[config.mk]
export PLATFORM = sky130hd
export DESIGN_NAME = core
export DESIGN_NICKNAME = d
export VERILOG_FILES = /design/src/rtl/core_isa_pkg.sv /design/src/rtl/core_pipe_pkg.sv /design/src/rtl/ex_bus_if.sv /design/src/rtl/fetch_stage.sv /design/src/rtl/reg_file.sv /design/src/rtl/decode_stage.sv /design/src/rtl/execute_stage.sv /design/src/rtl/memory_stage.sv /design/src/rtl/core.sv
export SDC_FILE = /design/constraint.sdc
export NUM_CORES = 2
export LEC_CHECK = 0
export ABC_CLOCK_PERIOD_IN_PS = 7100
export BUFFER_PORTS_ARGS = -buffer_cell sky130_fd_sc_hd__clkbuf_2
export CAP_MARGIN = 40
export CORE_MARGIN = 2
export CORE_UTILIZATION = 64
export DETAILED_ROUTE_END_ITERATION = 10
export PLACE_DENSITY = 0.81
export SLEW_MARGIN = 20
export SYNTH_ARGS = -nofsm -noshare
export SYNTH_HDL_FRONTEND = slang
export SYNTH_SLANG_ARGS = --single-unit
export TNS_END_PERCENT = 20
[constraint.sdc]
create_clock -name clk_i -period 7.1 [get_ports clk_i]
set_input_delay 1.775 -clock clk_i [delete_from_list [all_inputs] [get_ports clk_i]]
set_output_delay 1.775 -clock clk_i [all_outputs]
set_load 0.1 [all_outputs]
[src/rtl/core_isa_pkg.sv]
package core_isa_pkg;

   // major opcodes of the supported subset
   typedef enum logic [6:0] {
      OPC_OP     = 7'b0110011,
      OPC_OP_IMM = 7'b0010011,
      OPC_LUI    = 7'b0110111,
      OPC_LOAD   = 7'b0000011,
      OPC_STORE  = 7'b0100011,
      OPC_BRANCH = 7'b1100011,
      OPC_JAL    = 7'b1101111
   } opcode_e;

   typedef enum logic [3:0] {
      ALU_ADD, ALU_SUB, ALU_AND, ALU_OR, ALU_XOR,
      ALU_SLT, ALU_SLL, ALU_SRL,
      ALU_PASS_B // lui, operand b straight through
   } alu_op_e;

   typedef enum logic [2:0] {
      BR_NONE, BR_EQ, BR_NE, BR_LT,
      BR_ALWAYS // jal
   } branch_e;

   typedef enum logic [1:0] {
      WB_ALU, WB_LOAD, WB_PC4
   } wb_sel_e;

   // funct3 values
   localparam logic [2:0] F3_ADD  = 3'b000; // add / sub / addi
   localparam logic [2:0] F3_SLL  = 3'b001;
   localparam logic [2:0] F3_SLT  = 3'b010;
   localparam logic [2:0] F3_XOR  = 3'b100;
   localparam logic [2:0] F3_SRL  = 3'b101; // sra shares it, not supported
   localparam logic [2:0] F3_OR   = 3'b110;
   localparam logic [2:0] F3_AND  = 3'b111;
   localparam logic [2:0] F3_WORD = 3'b010; // lw / sw
   localparam logic [2:0] F3_BEQ  = 3'b000;
   localparam logic [2:0] F3_BNE  = 3'b001;
   localparam logic [2:0] F3_BLT  = 3'b100;

   localparam logic [31:0] NOP_INSTR = 32'h0000_0013; // addi x0, x0, 0

endpackage

[src/rtl/core_pipe_pkg.sv]
package core_pipe_pkg;

   // operand source in execute
   typedef enum logic [1:0] {
      FWD_REGFILE, FWD_EX_MEM, FWD_MEM_WB
   } fwd_sel_e;

   // decoded controls, 14 bits
   typedef struct packed {
      core_isa_pkg::alu_op_e alu_op;
      core_isa_pkg::branch_e branch;
      core_isa_pkg::wb_sel_e wb_sel;
      logic                  op_a_is_pc;  // alu a = pc
      logic                  op_b_is_imm; // alu b = imm
      logic                  mem_read;
      logic                  mem_write;
      logic                  reg_we;
   } ctrl_t;

   // bubble, nothing written anywhere
   localparam ctrl_t CTRL_BUBBLE = '{
      alu_op: core_isa_pkg::ALU_ADD, branch: core_isa_pkg::BR_NONE,
      wb_sel: core_isa_pkg::WB_ALU, default: 1'b0
   };

endpackage

[src/rtl/ex_bus_if.sv]
`timescale 1ns/10ps

// id/ex register contents, decode to execute
interface ex_bus_if;

   core_pipe_pkg::ctrl_t ctrl;
   logic [31:0]          pc;
   logic [31:0]          rs1_val;
   logic [31:0]          rs2_val;
   logic [31:0]          imm;
   logic [4:0]           rs1_addr; // kept for forwarding
   logic [4:0]           rs2_addr;
   logic [4:0]           rd_addr;

   modport dec_mp (
      output ctrl, pc, rs1_val, rs2_val, imm, rs1_addr, rs2_addr, rd_addr
   );

   modport ex_mp (
      input ctrl, pc, rs1_val, rs2_val, imm, rs1_addr, rs2_addr, rd_addr
   );

endinterface

[src/rtl/fetch_stage.sv]
`timescale 1ns/10ps

module fetch_stage #(
   parameter logic [31:0] RESET_PC = 32'h0
) (
   input  logic        clk_i,
   input  logic        arst_n_i,
   input  logic        stall_i,
   input  logic        redirect_i,
   input  logic [31:0] redirect_pc_i,
   input  logic [31:0] instr_data_i,
   output logic [31:0] instr_addr_o,
   output logic [31:0] if_pc_o,
   output logic [31:0] if_instr_o
);

   logic [31:0] pc_q;
   logic [31:0] pc_next;

   // redirect beats stall
   always_comb begin
      if (redirect_i)
         pc_next = redirect_pc_i;
      else if (stall_i)
         pc_next = pc_q; // hold
      else
         pc_next = pc_q + 32'd4;
   end

   always_ff @(posedge clk_i or negedge arst_n_i) begin
      if (!arst_n_i) begin
         pc_q       <= RESET_PC;
         if_pc_o    <= RESET_PC;
         if_instr_o <= core_isa_pkg::NOP_INSTR; // if/id starts empty
      end else begin
         pc_q <= pc_next;
         if (redirect_i) begin
            if_instr_o <= core_isa_pkg::NOP_INSTR; // squash wrong-path fetch
         end else if (!stall_i) begin
            if_pc_o    <= pc_q;
            if_instr_o <= instr_data_i;
         end
      end
   end

   assign instr_addr_o = pc_q; // memory answers same cycle

endmodule

[src/rtl/reg_file.sv]
`timescale 1ns/10ps

module reg_file (
   input  logic        clk_i,
   input  logic        arst_n_i,
   input  logic [4:0]  rs1_addr_i,
   input  logic [4:0]  rs2_addr_i,
   input  logic [4:0]  wr_addr_i,
   input  logic        wr_en_i,
   input  logic [31:0] wr_data_i,
   output logic [31:0] rs1_data_o,
   output logic [31:0] rs2_data_o
);

   logic [31:0] regs [1:31]; // no storage for x0

   always_ff @(posedge clk_i or negedge arst_n_i) begin
      if (!arst_n_i)
         regs <= '{default: 32'h0};
      else if (wr_en_i && wr_addr_i != 5'd0)
         regs[wr_addr_i] <= wr_data_i;
   end

   // x0 reads zero, same-cycle write bypasses the array
   function automatic logic [31:0] read_port(input logic [4:0] addr);
      if (addr == 5'd0)
         return 32'h0;
      else if (wr_en_i && wr_addr_i == addr)
         return wr_data_i;
      return regs[addr];
   endfunction

   always_comb begin
      rs1_data_o = read_port(rs1_addr_i);
      rs2_data_o = read_port(rs2_addr_i);
   end

endmodule

[src/rtl/decode_stage.sv]
`timescale 1ns/10ps

module decode_stage (
   input  logic        clk_i,
   input  logic        arst_n_i,
   input  logic [31:0] if_pc_i,
   input  logic [31:0] if_instr_i,
   input  logic        redirect_i,
   input  logic        wb_we_i,
   input  logic [4:0]  wb_rd_i,
   input  logic [31:0] wb_data_i,
   output logic        stall_o,
   ex_bus_if.dec_mp    ex_o
);

   core_isa_pkg::opcode_e opcode;
   core_pipe_pkg::ctrl_t  ctrl;
   logic [4:0]  rs1_addr, rs2_addr, rd_addr;
   logic [2:0]  funct3;
   logic        funct7_b5; // sub / sra flag
   logic [31:0] rs1_val, rs2_val;
   logic [31:0] imm;
   logic        uses_rs1, uses_rs2;
   logic        illegal;

   assign opcode    = core_isa_pkg::opcode_e'(if_instr_i[6:0]);
   assign rd_addr   = if_instr_i[11:7];
   assign funct3    = if_instr_i[14:12];
   assign rs1_addr  = if_instr_i[19:15];
   assign rs2_addr  = if_instr_i[24:20];
   assign funct7_b5 = if_instr_i[30];

   reg_file u_reg_file (
      .clk_i      (clk_i),
      .arst_n_i   (arst_n_i),
      .rs1_addr_i (rs1_addr),
      .rs2_addr_i (rs2_addr),
      .wr_addr_i  (wb_rd_i),
      .wr_en_i    (wb_we_i),
      .wr_data_i  (wb_data_i),
      .rs1_data_o (rs1_val),
      .rs2_data_o (rs2_val)
   );

   // immediate by format, i-type otherwise
   always_comb begin
      case (opcode)
         core_isa_pkg::OPC_STORE:
            imm = {{20{if_instr_i[31]}}, if_instr_i[31:25], if_instr_i[11:7]};
         core_isa_pkg::OPC_BRANCH:
            imm = {{20{if_instr_i[31]}}, if_instr_i[7], if_instr_i[30:25],
                   if_instr_i[11:8], 1'b0};
         core_isa_pkg::OPC_LUI:
            imm = {if_instr_i[31:12], 12'h0};
         core_isa_pkg::OPC_JAL:
            imm = {{12{if_instr_i[31]}}, if_instr_i[19:12], if_instr_i[20],
                   if_instr_i[30:21], 1'b0};
         default:
            imm = {{21{if_instr_i[31]}}, if_instr_i[30:20]};
      endcase
   end

   always_comb begin
      ctrl     = core_pipe_pkg::CTRL_BUBBLE;
      uses_rs1 = 1'b0;
      uses_rs2 = 1'b0;
      illegal  = 1'b0;
      case (opcode)
         core_isa_pkg::OPC_OP, core_isa_pkg::OPC_OP_IMM: begin
            ctrl.reg_we      = 1'b1;
            ctrl.op_b_is_imm = (opcode == core_isa_pkg::OPC_OP_IMM);
            uses_rs1         = 1'b1;
            uses_rs2         = (opcode == core_isa_pkg::OPC_OP);
            case (funct3)
               core_isa_pkg::F3_ADD: // no subi
                  ctrl.alu_op = (funct7_b5 && uses_rs2) ? core_isa_pkg::ALU_SUB
                                                        : core_isa_pkg::ALU_ADD;
               core_isa_pkg::F3_SLL: ctrl.alu_op = core_isa_pkg::ALU_SLL;
               core_isa_pkg::F3_SLT: ctrl.alu_op = core_isa_pkg::ALU_SLT;
               core_isa_pkg::F3_XOR: ctrl.alu_op = core_isa_pkg::ALU_XOR;
               core_isa_pkg::F3_SRL: begin
                  ctrl.alu_op = core_isa_pkg::ALU_SRL;
                  illegal     = funct7_b5; // sra / srai
               end
               core_isa_pkg::F3_OR:  ctrl.alu_op = core_isa_pkg::ALU_OR;
               core_isa_pkg::F3_AND: ctrl.alu_op = core_isa_pkg::ALU_AND;
               default:              illegal = 1'b1; // sltu
            endcase
         end
         core_isa_pkg::OPC_LUI: begin
            ctrl.reg_we      = 1'b1;
            ctrl.op_b_is_imm = 1'b1;
            ctrl.alu_op      = core_isa_pkg::ALU_PASS_B;
         end
         core_isa_pkg::OPC_LOAD: begin
            ctrl.reg_we      = 1'b1;
            ctrl.mem_read    = 1'b1;
            ctrl.op_b_is_imm = 1'b1; // address rs1 + imm
            ctrl.wb_sel      = core_isa_pkg::WB_LOAD;
            uses_rs1         = 1'b1;
            illegal          = (funct3 != core_isa_pkg::F3_WORD); // lw only
         end
         core_isa_pkg::OPC_STORE: begin
            ctrl.mem_write   = 1'b1;
            ctrl.op_b_is_imm = 1'b1;
            uses_rs1         = 1'b1;
            uses_rs2         = 1'b1; // store data
            illegal          = (funct3 != core_isa_pkg::F3_WORD);
         end
         core_isa_pkg::OPC_BRANCH: begin
            ctrl.op_a_is_pc  = 1'b1; // alu makes the target
            ctrl.op_b_is_imm = 1'b1;
            uses_rs1         = 1'b1;
            uses_rs2         = 1'b1;
            case (funct3)
               core_isa_pkg::F3_BEQ: ctrl.branch = core_isa_pkg::BR_EQ;
               core_isa_pkg::F3_BNE: ctrl.branch = core_isa_pkg::BR_NE;
               core_isa_pkg::F3_BLT: ctrl.branch = core_isa_pkg::BR_LT;
               default:              illegal = 1'b1;
            endcase
         end
         core_isa_pkg::OPC_JAL: begin
            ctrl.reg_we      = 1'b1;
            ctrl.op_a_is_pc  = 1'b1;
            ctrl.op_b_is_imm = 1'b1;
            ctrl.branch      = core_isa_pkg::BR_ALWAYS;
            ctrl.wb_sel      = core_isa_pkg::WB_PC4; // link
         end
         default: ; // unknown opcode, nop
      endcase
      if (illegal) begin
         ctrl     = core_pipe_pkg::CTRL_BUBBLE;
         uses_rs1 = 1'b0;
         uses_rs2 = 1'b0;
      end
   end

   // load in id/ex feeding a source here, wait one cycle
   assign stall_o = ex_o.ctrl.mem_read && (ex_o.rd_addr != 5'd0) &&
                    ((uses_rs1 && rs1_addr == ex_o.rd_addr) ||
                     (uses_rs2 && rs2_addr == ex_o.rd_addr));

   always_ff @(posedge clk_i or negedge arst_n_i) begin
      if (!arst_n_i)
         ex_o.ctrl <= core_pipe_pkg::CTRL_BUBBLE;
      else if (redirect_i || stall_o)
         ex_o.ctrl <= core_pipe_pkg::CTRL_BUBBLE; // bubble into execute
      else
         ex_o.ctrl <= ctrl;
   end

   always_ff @(posedge clk_i) begin
      ex_o.pc       <= if_pc_i;
      ex_o.rs1_val  <= rs1_val;
      ex_o.rs2_val  <= rs2_val;
      ex_o.imm      <= imm;
      ex_o.rs1_addr <= rs1_addr;
      ex_o.rs2_addr <= rs2_addr;
      ex_o.rd_addr  <= rd_addr;
   end

endmodule

[src/rtl/execute_stage.sv]
`timescale 1ns/10ps

module execute_stage (
   input  logic                 clk_i,
   input  logic                 arst_n_i,
   ex_bus_if.ex_mp              ex_i,
   input  logic                 wb_we_i,
   input  logic [4:0]           wb_rd_i,
   input  logic [31:0]          wb_data_i,
   output logic                 redirect_o,
   output logic [31:0]          redirect_pc_o,
   output core_pipe_pkg::ctrl_t mem_ctrl_o,
   output logic [31:0]          mem_alu_o,
   output logic [31:0]          mem_store_o,
   output logic [31:0]          mem_pc_o,
   output logic [4:0]           mem_rd_o
);

   core_pipe_pkg::fwd_sel_e fwd_a, fwd_b;
   logic [31:0] rs1_fwd, rs2_fwd;
   logic [31:0] op_a, op_b;
   logic [31:0] alu_res;
   logic        taken;

   // ex/mem first, then mem/wb; x0 never forwards
   function automatic core_pipe_pkg::fwd_sel_e pick_src(input logic [4:0] addr);
      if (addr != 5'd0 && mem_ctrl_o.reg_we && mem_rd_o == addr &&
          mem_ctrl_o.wb_sel == core_isa_pkg::WB_ALU) // not a load or a link
         return core_pipe_pkg::FWD_EX_MEM;
      else if (addr != 5'd0 && wb_we_i && wb_rd_i == addr)
         return core_pipe_pkg::FWD_MEM_WB;
      return core_pipe_pkg::FWD_REGFILE;
   endfunction

   function automatic logic [31:0] src_val(input core_pipe_pkg::fwd_sel_e sel,
                                           input logic [31:0] rf_val);
      case (sel)
         core_pipe_pkg::FWD_EX_MEM: return mem_alu_o;
         core_pipe_pkg::FWD_MEM_WB: return wb_data_i;
         default:                   return rf_val;
      endcase
   endfunction

   always_comb begin
      fwd_a   = pick_src(ex_i.rs1_addr);
      fwd_b   = pick_src(ex_i.rs2_addr);
      rs1_fwd = src_val(fwd_a, ex_i.rs1_val);
      rs2_fwd = src_val(fwd_b, ex_i.rs2_val);
      op_a    = ex_i.ctrl.op_a_is_pc ? ex_i.pc : rs1_fwd;
      op_b    = ex_i.ctrl.op_b_is_imm ? ex_i.imm : rs2_fwd;
   end

   always_comb begin
      case (ex_i.ctrl.alu_op)
         core_isa_pkg::ALU_SUB:    alu_res = op_a - op_b;
         core_isa_pkg::ALU_AND:    alu_res = op_a & op_b;
         core_isa_pkg::ALU_OR:     alu_res = op_a | op_b;
         core_isa_pkg::ALU_XOR:    alu_res = op_a ^ op_b;
         core_isa_pkg::ALU_SLT:    alu_res = {31'h0, $signed(op_a) < $signed(op_b)};
         core_isa_pkg::ALU_SLL:    alu_res = op_a << op_b[4:0];
         core_isa_pkg::ALU_SRL:    alu_res = op_a >> op_b[4:0];
         core_isa_pkg::ALU_PASS_B: alu_res = op_b; // lui
         default:                  alu_res = op_a + op_b;
      endcase
   end

   // compare always on the register values
   always_comb begin
      case (ex_i.ctrl.branch)
         core_isa_pkg::BR_EQ:     taken = (rs1_fwd == rs2_fwd);
         core_isa_pkg::BR_NE:     taken = (rs1_fwd != rs2_fwd);
         core_isa_pkg::BR_LT:     taken = ($signed(rs1_fwd) < $signed(rs2_fwd));
         core_isa_pkg::BR_ALWAYS: taken = 1'b1;
         default:                 taken = 1'b0;
      endcase
   end

   assign redirect_o    = taken;
   assign redirect_pc_o = alu_res; // pc + imm

   always_ff @(posedge clk_i or negedge arst_n_i) begin
      if (!arst_n_i)
         mem_ctrl_o <= core_pipe_pkg::CTRL_BUBBLE;
      else
         mem_ctrl_o <= ex_i.ctrl;
   end

   always_ff @(posedge clk_i) begin
      mem_alu_o   <= alu_res;
      mem_store_o <= rs2_fwd; // forwarded store data
      mem_pc_o    <= ex_i.pc;
      mem_rd_o    <= ex_i.rd_addr;
   end

endmodule

[src/rtl/memory_stage.sv]
`timescale 1ns/10ps

module memory_stage (
   input  logic                 clk_i,
   input  logic                 arst_n_i,
   input  core_pipe_pkg::ctrl_t mem_ctrl_i,
   input  logic [31:0]          mem_alu_i,
   input  logic [31:0]          mem_store_i,
   input  logic [31:0]          mem_pc_i,
   input  logic [4:0]           mem_rd_i,
   input  logic [31:0]          data_rdata_i,
   output logic [31:0]          data_addr_o,
   output logic [31:0]          data_wdata_o,
   output logic                 data_we_o,
   output logic                 wb_we_o,
   output logic [4:0]           wb_rd_o,
   output logic [31:0]          wb_data_o
);

   logic [31:0] wb_val;

   // data bus straight from ex/mem
   assign data_addr_o  = mem_alu_i;
   assign data_wdata_o = mem_store_i;
   assign data_we_o    = mem_ctrl_i.mem_write; // one cycle per store

   always_comb begin
      case (mem_ctrl_i.wb_sel)
         core_isa_pkg::WB_LOAD: wb_val = data_rdata_i;
         core_isa_pkg::WB_PC4:  wb_val = mem_pc_i + 32'd4; // jal link
         default:               wb_val = mem_alu_i;
      endcase
   end

   // mem/wb, wb itself is wires only
   always_ff @(posedge clk_i or negedge arst_n_i) begin
      if (!arst_n_i)
         wb_we_o <= 1'b0;
      else
         wb_we_o <= mem_ctrl_i.reg_we;
   end

   always_ff @(posedge clk_i) begin
      wb_rd_o   <= mem_rd_i;
      wb_data_o <= wb_val;
   end

endmodule

[src/rtl/core.sv]
`timescale 1ns/10ps

module core #(
   parameter logic [31:0] RESET_PC = 32'h0
) (
   input  logic        clk_i,
   input  logic        arst_n_i,
   input  logic [31:0] instr_data_i,
   input  logic [31:0] data_rdata_i,
   output logic [31:0] instr_addr_o,
   output logic [31:0] data_addr_o,
   output logic [31:0] data_wdata_o,
   output logic        data_we_o
);

   // fetch / decode / execute links
   logic        stall;
   logic        redirect;
   logic [31:0] redirect_pc;
   logic [31:0] if_pc, if_instr;

   // ex/mem register
   core_pipe_pkg::ctrl_t mem_ctrl;
   logic [31:0] mem_alu, mem_store, mem_pc;
   logic [4:0]  mem_rd;

   // mem/wb register, write port and forward source
   logic        wb_we;
   logic [4:0]  wb_rd;
   logic [31:0] wb_data;

   ex_bus_if u_ex_bus ();

   fetch_stage #(.RESET_PC(RESET_PC)) u_if (
      .clk_i         (clk_i),
      .arst_n_i      (arst_n_i),
      .stall_i       (stall),
      .redirect_i    (redirect),
      .redirect_pc_i (redirect_pc),
      .instr_data_i  (instr_data_i),
      .instr_addr_o  (instr_addr_o),
      .if_pc_o       (if_pc),
      .if_instr_o    (if_instr)
   );

   decode_stage u_id (
      .clk_i      (clk_i),
      .arst_n_i   (arst_n_i),
      .if_pc_i    (if_pc),
      .if_instr_i (if_instr),
      .redirect_i (redirect),
      .wb_we_i    (wb_we),
      .wb_rd_i    (wb_rd),
      .wb_data_i  (wb_data),
      .stall_o    (stall),
      .ex_o       (u_ex_bus.dec_mp)
   );

   execute_stage u_ex (
      .clk_i         (clk_i),
      .arst_n_i      (arst_n_i),
      .ex_i          (u_ex_bus.ex_mp),
      .wb_we_i       (wb_we),
      .wb_rd_i       (wb_rd),
      .wb_data_i     (wb_data),
      .redirect_o    (redirect),
      .redirect_pc_o (redirect_pc),
      .mem_ctrl_o    (mem_ctrl),
      .mem_alu_o     (mem_alu),
      .mem_store_o   (mem_store),
      .mem_pc_o      (mem_pc),
      .mem_rd_o      (mem_rd)
   );

   memory_stage u_mem (
      .clk_i        (clk_i),
      .arst_n_i     (arst_n_i),
      .mem_ctrl_i   (mem_ctrl),
      .mem_alu_i    (mem_alu),
      .mem_store_i  (mem_store),
      .mem_pc_i     (mem_pc),
      .mem_rd_i     (mem_rd),
      .data_rdata_i (data_rdata_i),
      .data_addr_o  (data_addr_o),
      .data_wdata_o (data_wdata_o),
      .data_we_o    (data_we_o),
      .wb_we_o      (wb_we),
      .wb_rd_o      (wb_rd),
      .wb_data_o    (wb_data)
   );

endmodule

==> impl_metrics.csv <==
group,metric,value,unit
status,outcome,"finished, final reports clean",
power_and_ir_drop,ir_drop,0.0002686,V
floorplanning,design.portCount,163,
power_and_ir_drop,total_leakage_power,38.64,nW
worst_setup_path,setup.worst_path.end,"u_if.instr_addr_o[26]",
worst_setup_path,r2r_setup_slack,0.24,ns
power_and_ir_drop,p_int,13.20,mW
drt,wl,277.8,mm
sta,final.setup.tns,0,ns
global_routing,grt_usage,0.4513,
worst_setup_path,cpMaxStageDelayCell,"o31ai_1",
worst_setup_path,crit_start,"u_mem.wb_rd_o[1]",
final_layout,fin_cells,7835,
min_path,hold_class,"reg -> reg",
clocking,htree_levels,4,
final_layout,drive_above_1_share,0.3854,
clocking,ctsHoldBuffers,0,
power_and_ir_drop,power-per-cell-area,214.0,nW/um^2
synth,synthFlopType,"dfrtp_1",
sta,rsz0062_at_grt,"no",
synth,synth_edf_count,0,
drt,postRouteAntennaNets,0,
sta,holdWs,0.3655,ns
drt,remaining_drc_errors,0,
sta,slew_headroom,0.2959,
synth,syn_nets,6347,
place,place_ws,0.7107,ns
synth,synthArstFlopShare,0.7974,
floorplanning,core,120000,um^2
synth,synth-seq-cells,1387,
worst_setup_path,reg2reg_depth,18,
worst_setup_path,worst_setup_path_start_kind,"flop",
sta,period_share,0.9665,
place,gp_congestion,1.102,
sta,setup_violations,0,
clocking,cts.path.max_buffers,3,
sta,max_freq,145.7,MHz
clocking,cts_root_buf,"clkbuf_16",
synth,avgSynthCellArea,12.59,um^2
worst_setup_path,cpMostUsedCell,"nor2_1",
worst_setup_path,critPathArrivalTime,7.53,ns
sta,setup_ws,0.2382,ns
floorplanning,die_y,351.6,um
worst_setup_path,crit_chain,"xnor2_1 > nand2_1 > buf_4 > o31ai_1 > a31oi_1 > mux2_2 > ha_1 > nand4_1 > a2111oi_0 > buf_4 > nor2_1 > o221a_2 > a31oi_1 > o22ai_1 > nor2_1 > nor2_1 > or4_1 > mux2_2",
power_and_ir_drop,combPwrFrac,0.105,
final_layout,syn_to_final_growth,9.977,%
worst_setup_path,rr_startpoint,"u_mem.wb_rd_o[1]",
place,dp_hpwl,182.3,mm
worst_setup_path,crit_required,7.76,ns
job,maxCapViolCount,0,
power_and_ir_drop,pwr-share-seq,0.466,
synth,synth_cell_type_count,93,
clocking,cts.sink_count,1387,
sta,period_needed,6.862,ns
global_routing,grt_pass1_vias,58050,
sta,tightest_slew,1.047,ns
sta,slew_violations,0,
power_and_ir_drop,switching_share,0.2747,
drt,wl_per_cell,35.46,um
worst_setup_path,crit_fanout,12,
synth,netlist_area,77340,um^2
floorplanning,rows,127,
sta,fin_skew,0.04133,ns
global_routing,overflow,0,
global_routing,grt_max_degree,169,
worst_setup_path,cpPeakStageDelay,0.77,ns
worst_setup_path,reg2reg_to,"u_if.instr_addr_o[26]",
place,dp_cells,7562,
clocking,numCtsBuffers,146,
sta,hold_viol,0,
worst_setup_path,criticalPathCategory,"reg -> reg",
drt,vias,58350,
clocking,cts_tree,"yes",
drt,firstDrtPassIters,8,
clocking,clk_pin_slew,0.06,ns
clocking,post_cts_buffers,0,
floorplanning,dieArea,123600,um^2
power_and_ir_drop,switchingPower,5.000,mW
min_path,min_path_cells,0,
worst_setup_path,worst_setup_path_end_kind,"flop",
power_and_ir_drop,pwr-share-clk,0.429,
synth,netlist_instances,6145,
synth,yosysSeqAreaShare,0.4306,
final_layout,nets,6304,
clocking,cts_resized,0,
place,io_buffers,162,
floorplanning,initial_utilization,0.6447,
global_routing,grt_pass1_wl,400.3,mm
floorplanning,dieWidth,351.6,um
global_routing,antenna_found_initial,18,
synth,ys_warn_count,0,
min_path,hold_start,"u_if.if_pc_o[4]",
clocking,clock_latency,0.81,ns
drt,viasPerCell,7.447,
drt,drtIter0Drc,8132,
power groups by stage:
stage                     Combinational [mW]  Sequential [mW]  Clock (mW)
after floorplan                        0.944             8.75           0
after global placement                  1.82             8.61           0
after detailed placement                1.86             8.61           0
after CTS                               1.87             8.47        7.82
after global routing                    2.00             8.49        8.16
final                                   1.90             8.49        7.81
synth_stat cells, types with 24 or more instances:
cell         n  share of area
a21o_1      55         0.0053
nand3_1     50         0.0032
nor2_1     404          0.020
mux2_2    1110           0.16
nand4_1     67         0.0054
mux2i_1    237          0.031
dfxtp_1    281          0.073
o221ai_1    37         0.0042
nor3_1      43         0.0028
o31ai_1     49         0.0048
a22oi_1     45         0.0044
clkbuf_1   370          0.018
buf_2       41         0.0027
a31oi_1     50         0.0040
ha_1       134          0.022
o22ai_1     83         0.0067
a22o_1      37         0.0042
xnor2_1     78         0.0088
inv_1      150         0.0073
dfrtp_1   1103           0.36
a21oi_1    209          0.014
mux4_2     581           0.17
xor2_1      37         0.0042
nor4_1      44         0.0036
nand2_1    207          0.010
o21ai_0    138         0.0089
a211oi_1    24         0.0023
buf_1      139         0.0067
how the worst min path moves through the flow:
stage | endpoint
after detailed placement | u_id.ex_o.pc[4]
after global routing | u_id.ex_o.pc[19]
after CTS | u_id.ex_o.pc[4]
after floorplan | u_ex.mem_pc_o[0]
final | u_id.ex_o.pc[4]
after global placement | u_ex.mem_ctrl_o[1]
registers in the layout, summed over array words and instances, names as in the netlist, 5 cells and up:
name	count
u_id.u_reg_file.regs	992
u_ex.mem_alu_o	32
u_ex.mem_pc_o	32
u_ex.mem_store_o	32
u_id.ex_o.imm	32
u_id.ex_o.pc	32
u_id.ex_o.rs1_val	32
u_id.ex_o.rs2_val	32
u_if.if_instr_o	32
u_if.if_pc_o	32
u_if.instr_addr_o	32
u_mem.wb_data_o	32
u_id.ex_o.ctrl	13
u_ex.mem_rd_o	5
u_id.ex_o.rd_addr	5
u_id.ex_o.rs1_addr	5
u_id.ex_o.rs2_addr	5
u_mem.wb_rd_o	5
worst max-delay path: cells and delay by family, from the launching register on:
kind,cells,cell delay (ns)
flops,1,0.59
compound gates,6,2.85
mux,2,0.76
xor+xnor,1,0.20
simple gates,6,1.34
fa+ha+maj,1,0.43
buf+inv,2,0.51
final cells by class:
type,instances,area [um^2]
diodes,9,22.52
multi-input cells,4043,41500
fillers,7958,34910
clock inverters,47,573.1
clock buffers,213,4270
inverters,155,586.8
flip-flops and latches,1387,33350
repair buffers,369,2745
well taps,1612,2017
stage by stage:
| step | total power [mW] | cell area (um^2) | utilization |
|---|---|---|---|
| after global routing | 18.65 | 85040 | 0.7088 |
| after floorplan | 9.690 | 77340 | - |
| after detailed placement | 10.47 | 80090 | 0.6676 |
| after CTS | 18.15 | 84930 | 0.7080 |
| final | 18.20 | 85060 | 0.7090 |
| after global placement | 10.43 | 79850 | 0.6655 |
per-layer routing:
metal  track usage  part of all wire
met4        0.2897             0.075
met1        0.5839              0.36
met3        0.1343              0.12
met5      0.004317           0.00047
met2        0.6679              0.44
layout by cell type (no fill, tap or decap), types with 35 or more instances in the layout:
| cell type | synthesis | routed |
|---|---|---|
| o31ai_1 | 49 | 49 |
| nand3_1 | 50 | 50 |
| a31oi_1 | 50 | 50 |
| o21ai_0 | 138 | 138 |
| mux2i_1 | 237 | 237 |
| o221ai_1 | 37 | 37 |
| a21o_1 | 55 | 55 |
| ha_1 | 134 | 133 |
| dfrtp_1 | 1103 | 1092 |
| nor2_1 | 404 | 385 |
| a21oi_1 | 209 | 209 |
| a22o_1 | 37 | 37 |
| mux4_2 | 581 | 581 |
| nand4_1 | 67 | 67 |
| clkbuf_2 | 0 | 161 |
| nor3_1 | 43 | 43 |
| buf_4 | 8 | 175 |
| a22oi_1 | 45 | 45 |
| nor4_1 | 44 | 44 |
| mux2_2 | 1110 | 1110 |
| clkbuf_16 | 0 | 150 |
| o22ai_1 | 83 | 83 |
| clkbuf_1 | 370 | 35 |
| xor2_1 | 37 | 36 |
| xnor2_1 | 78 | 77 |
| inv_1 | 150 | 149 |
| dfxtp_1 | 281 | 280 |
| nand2_1 | 207 | 190 |
kinds of logic after synthesis:
kind of cell	Yosys count	share of synthesized area
xor gates and xnor gates	115	0.01302
and+or+nand+nor	952	0.05678
muxes	1930	0.3618
AOI/OAI and AO/OA	910	0.07954
adders and majority gates	136	0.02220
DFF	1387	0.4306
buffers and inverters	715	0.03601
Note: power is estimated with default switching activity, not from simulation.
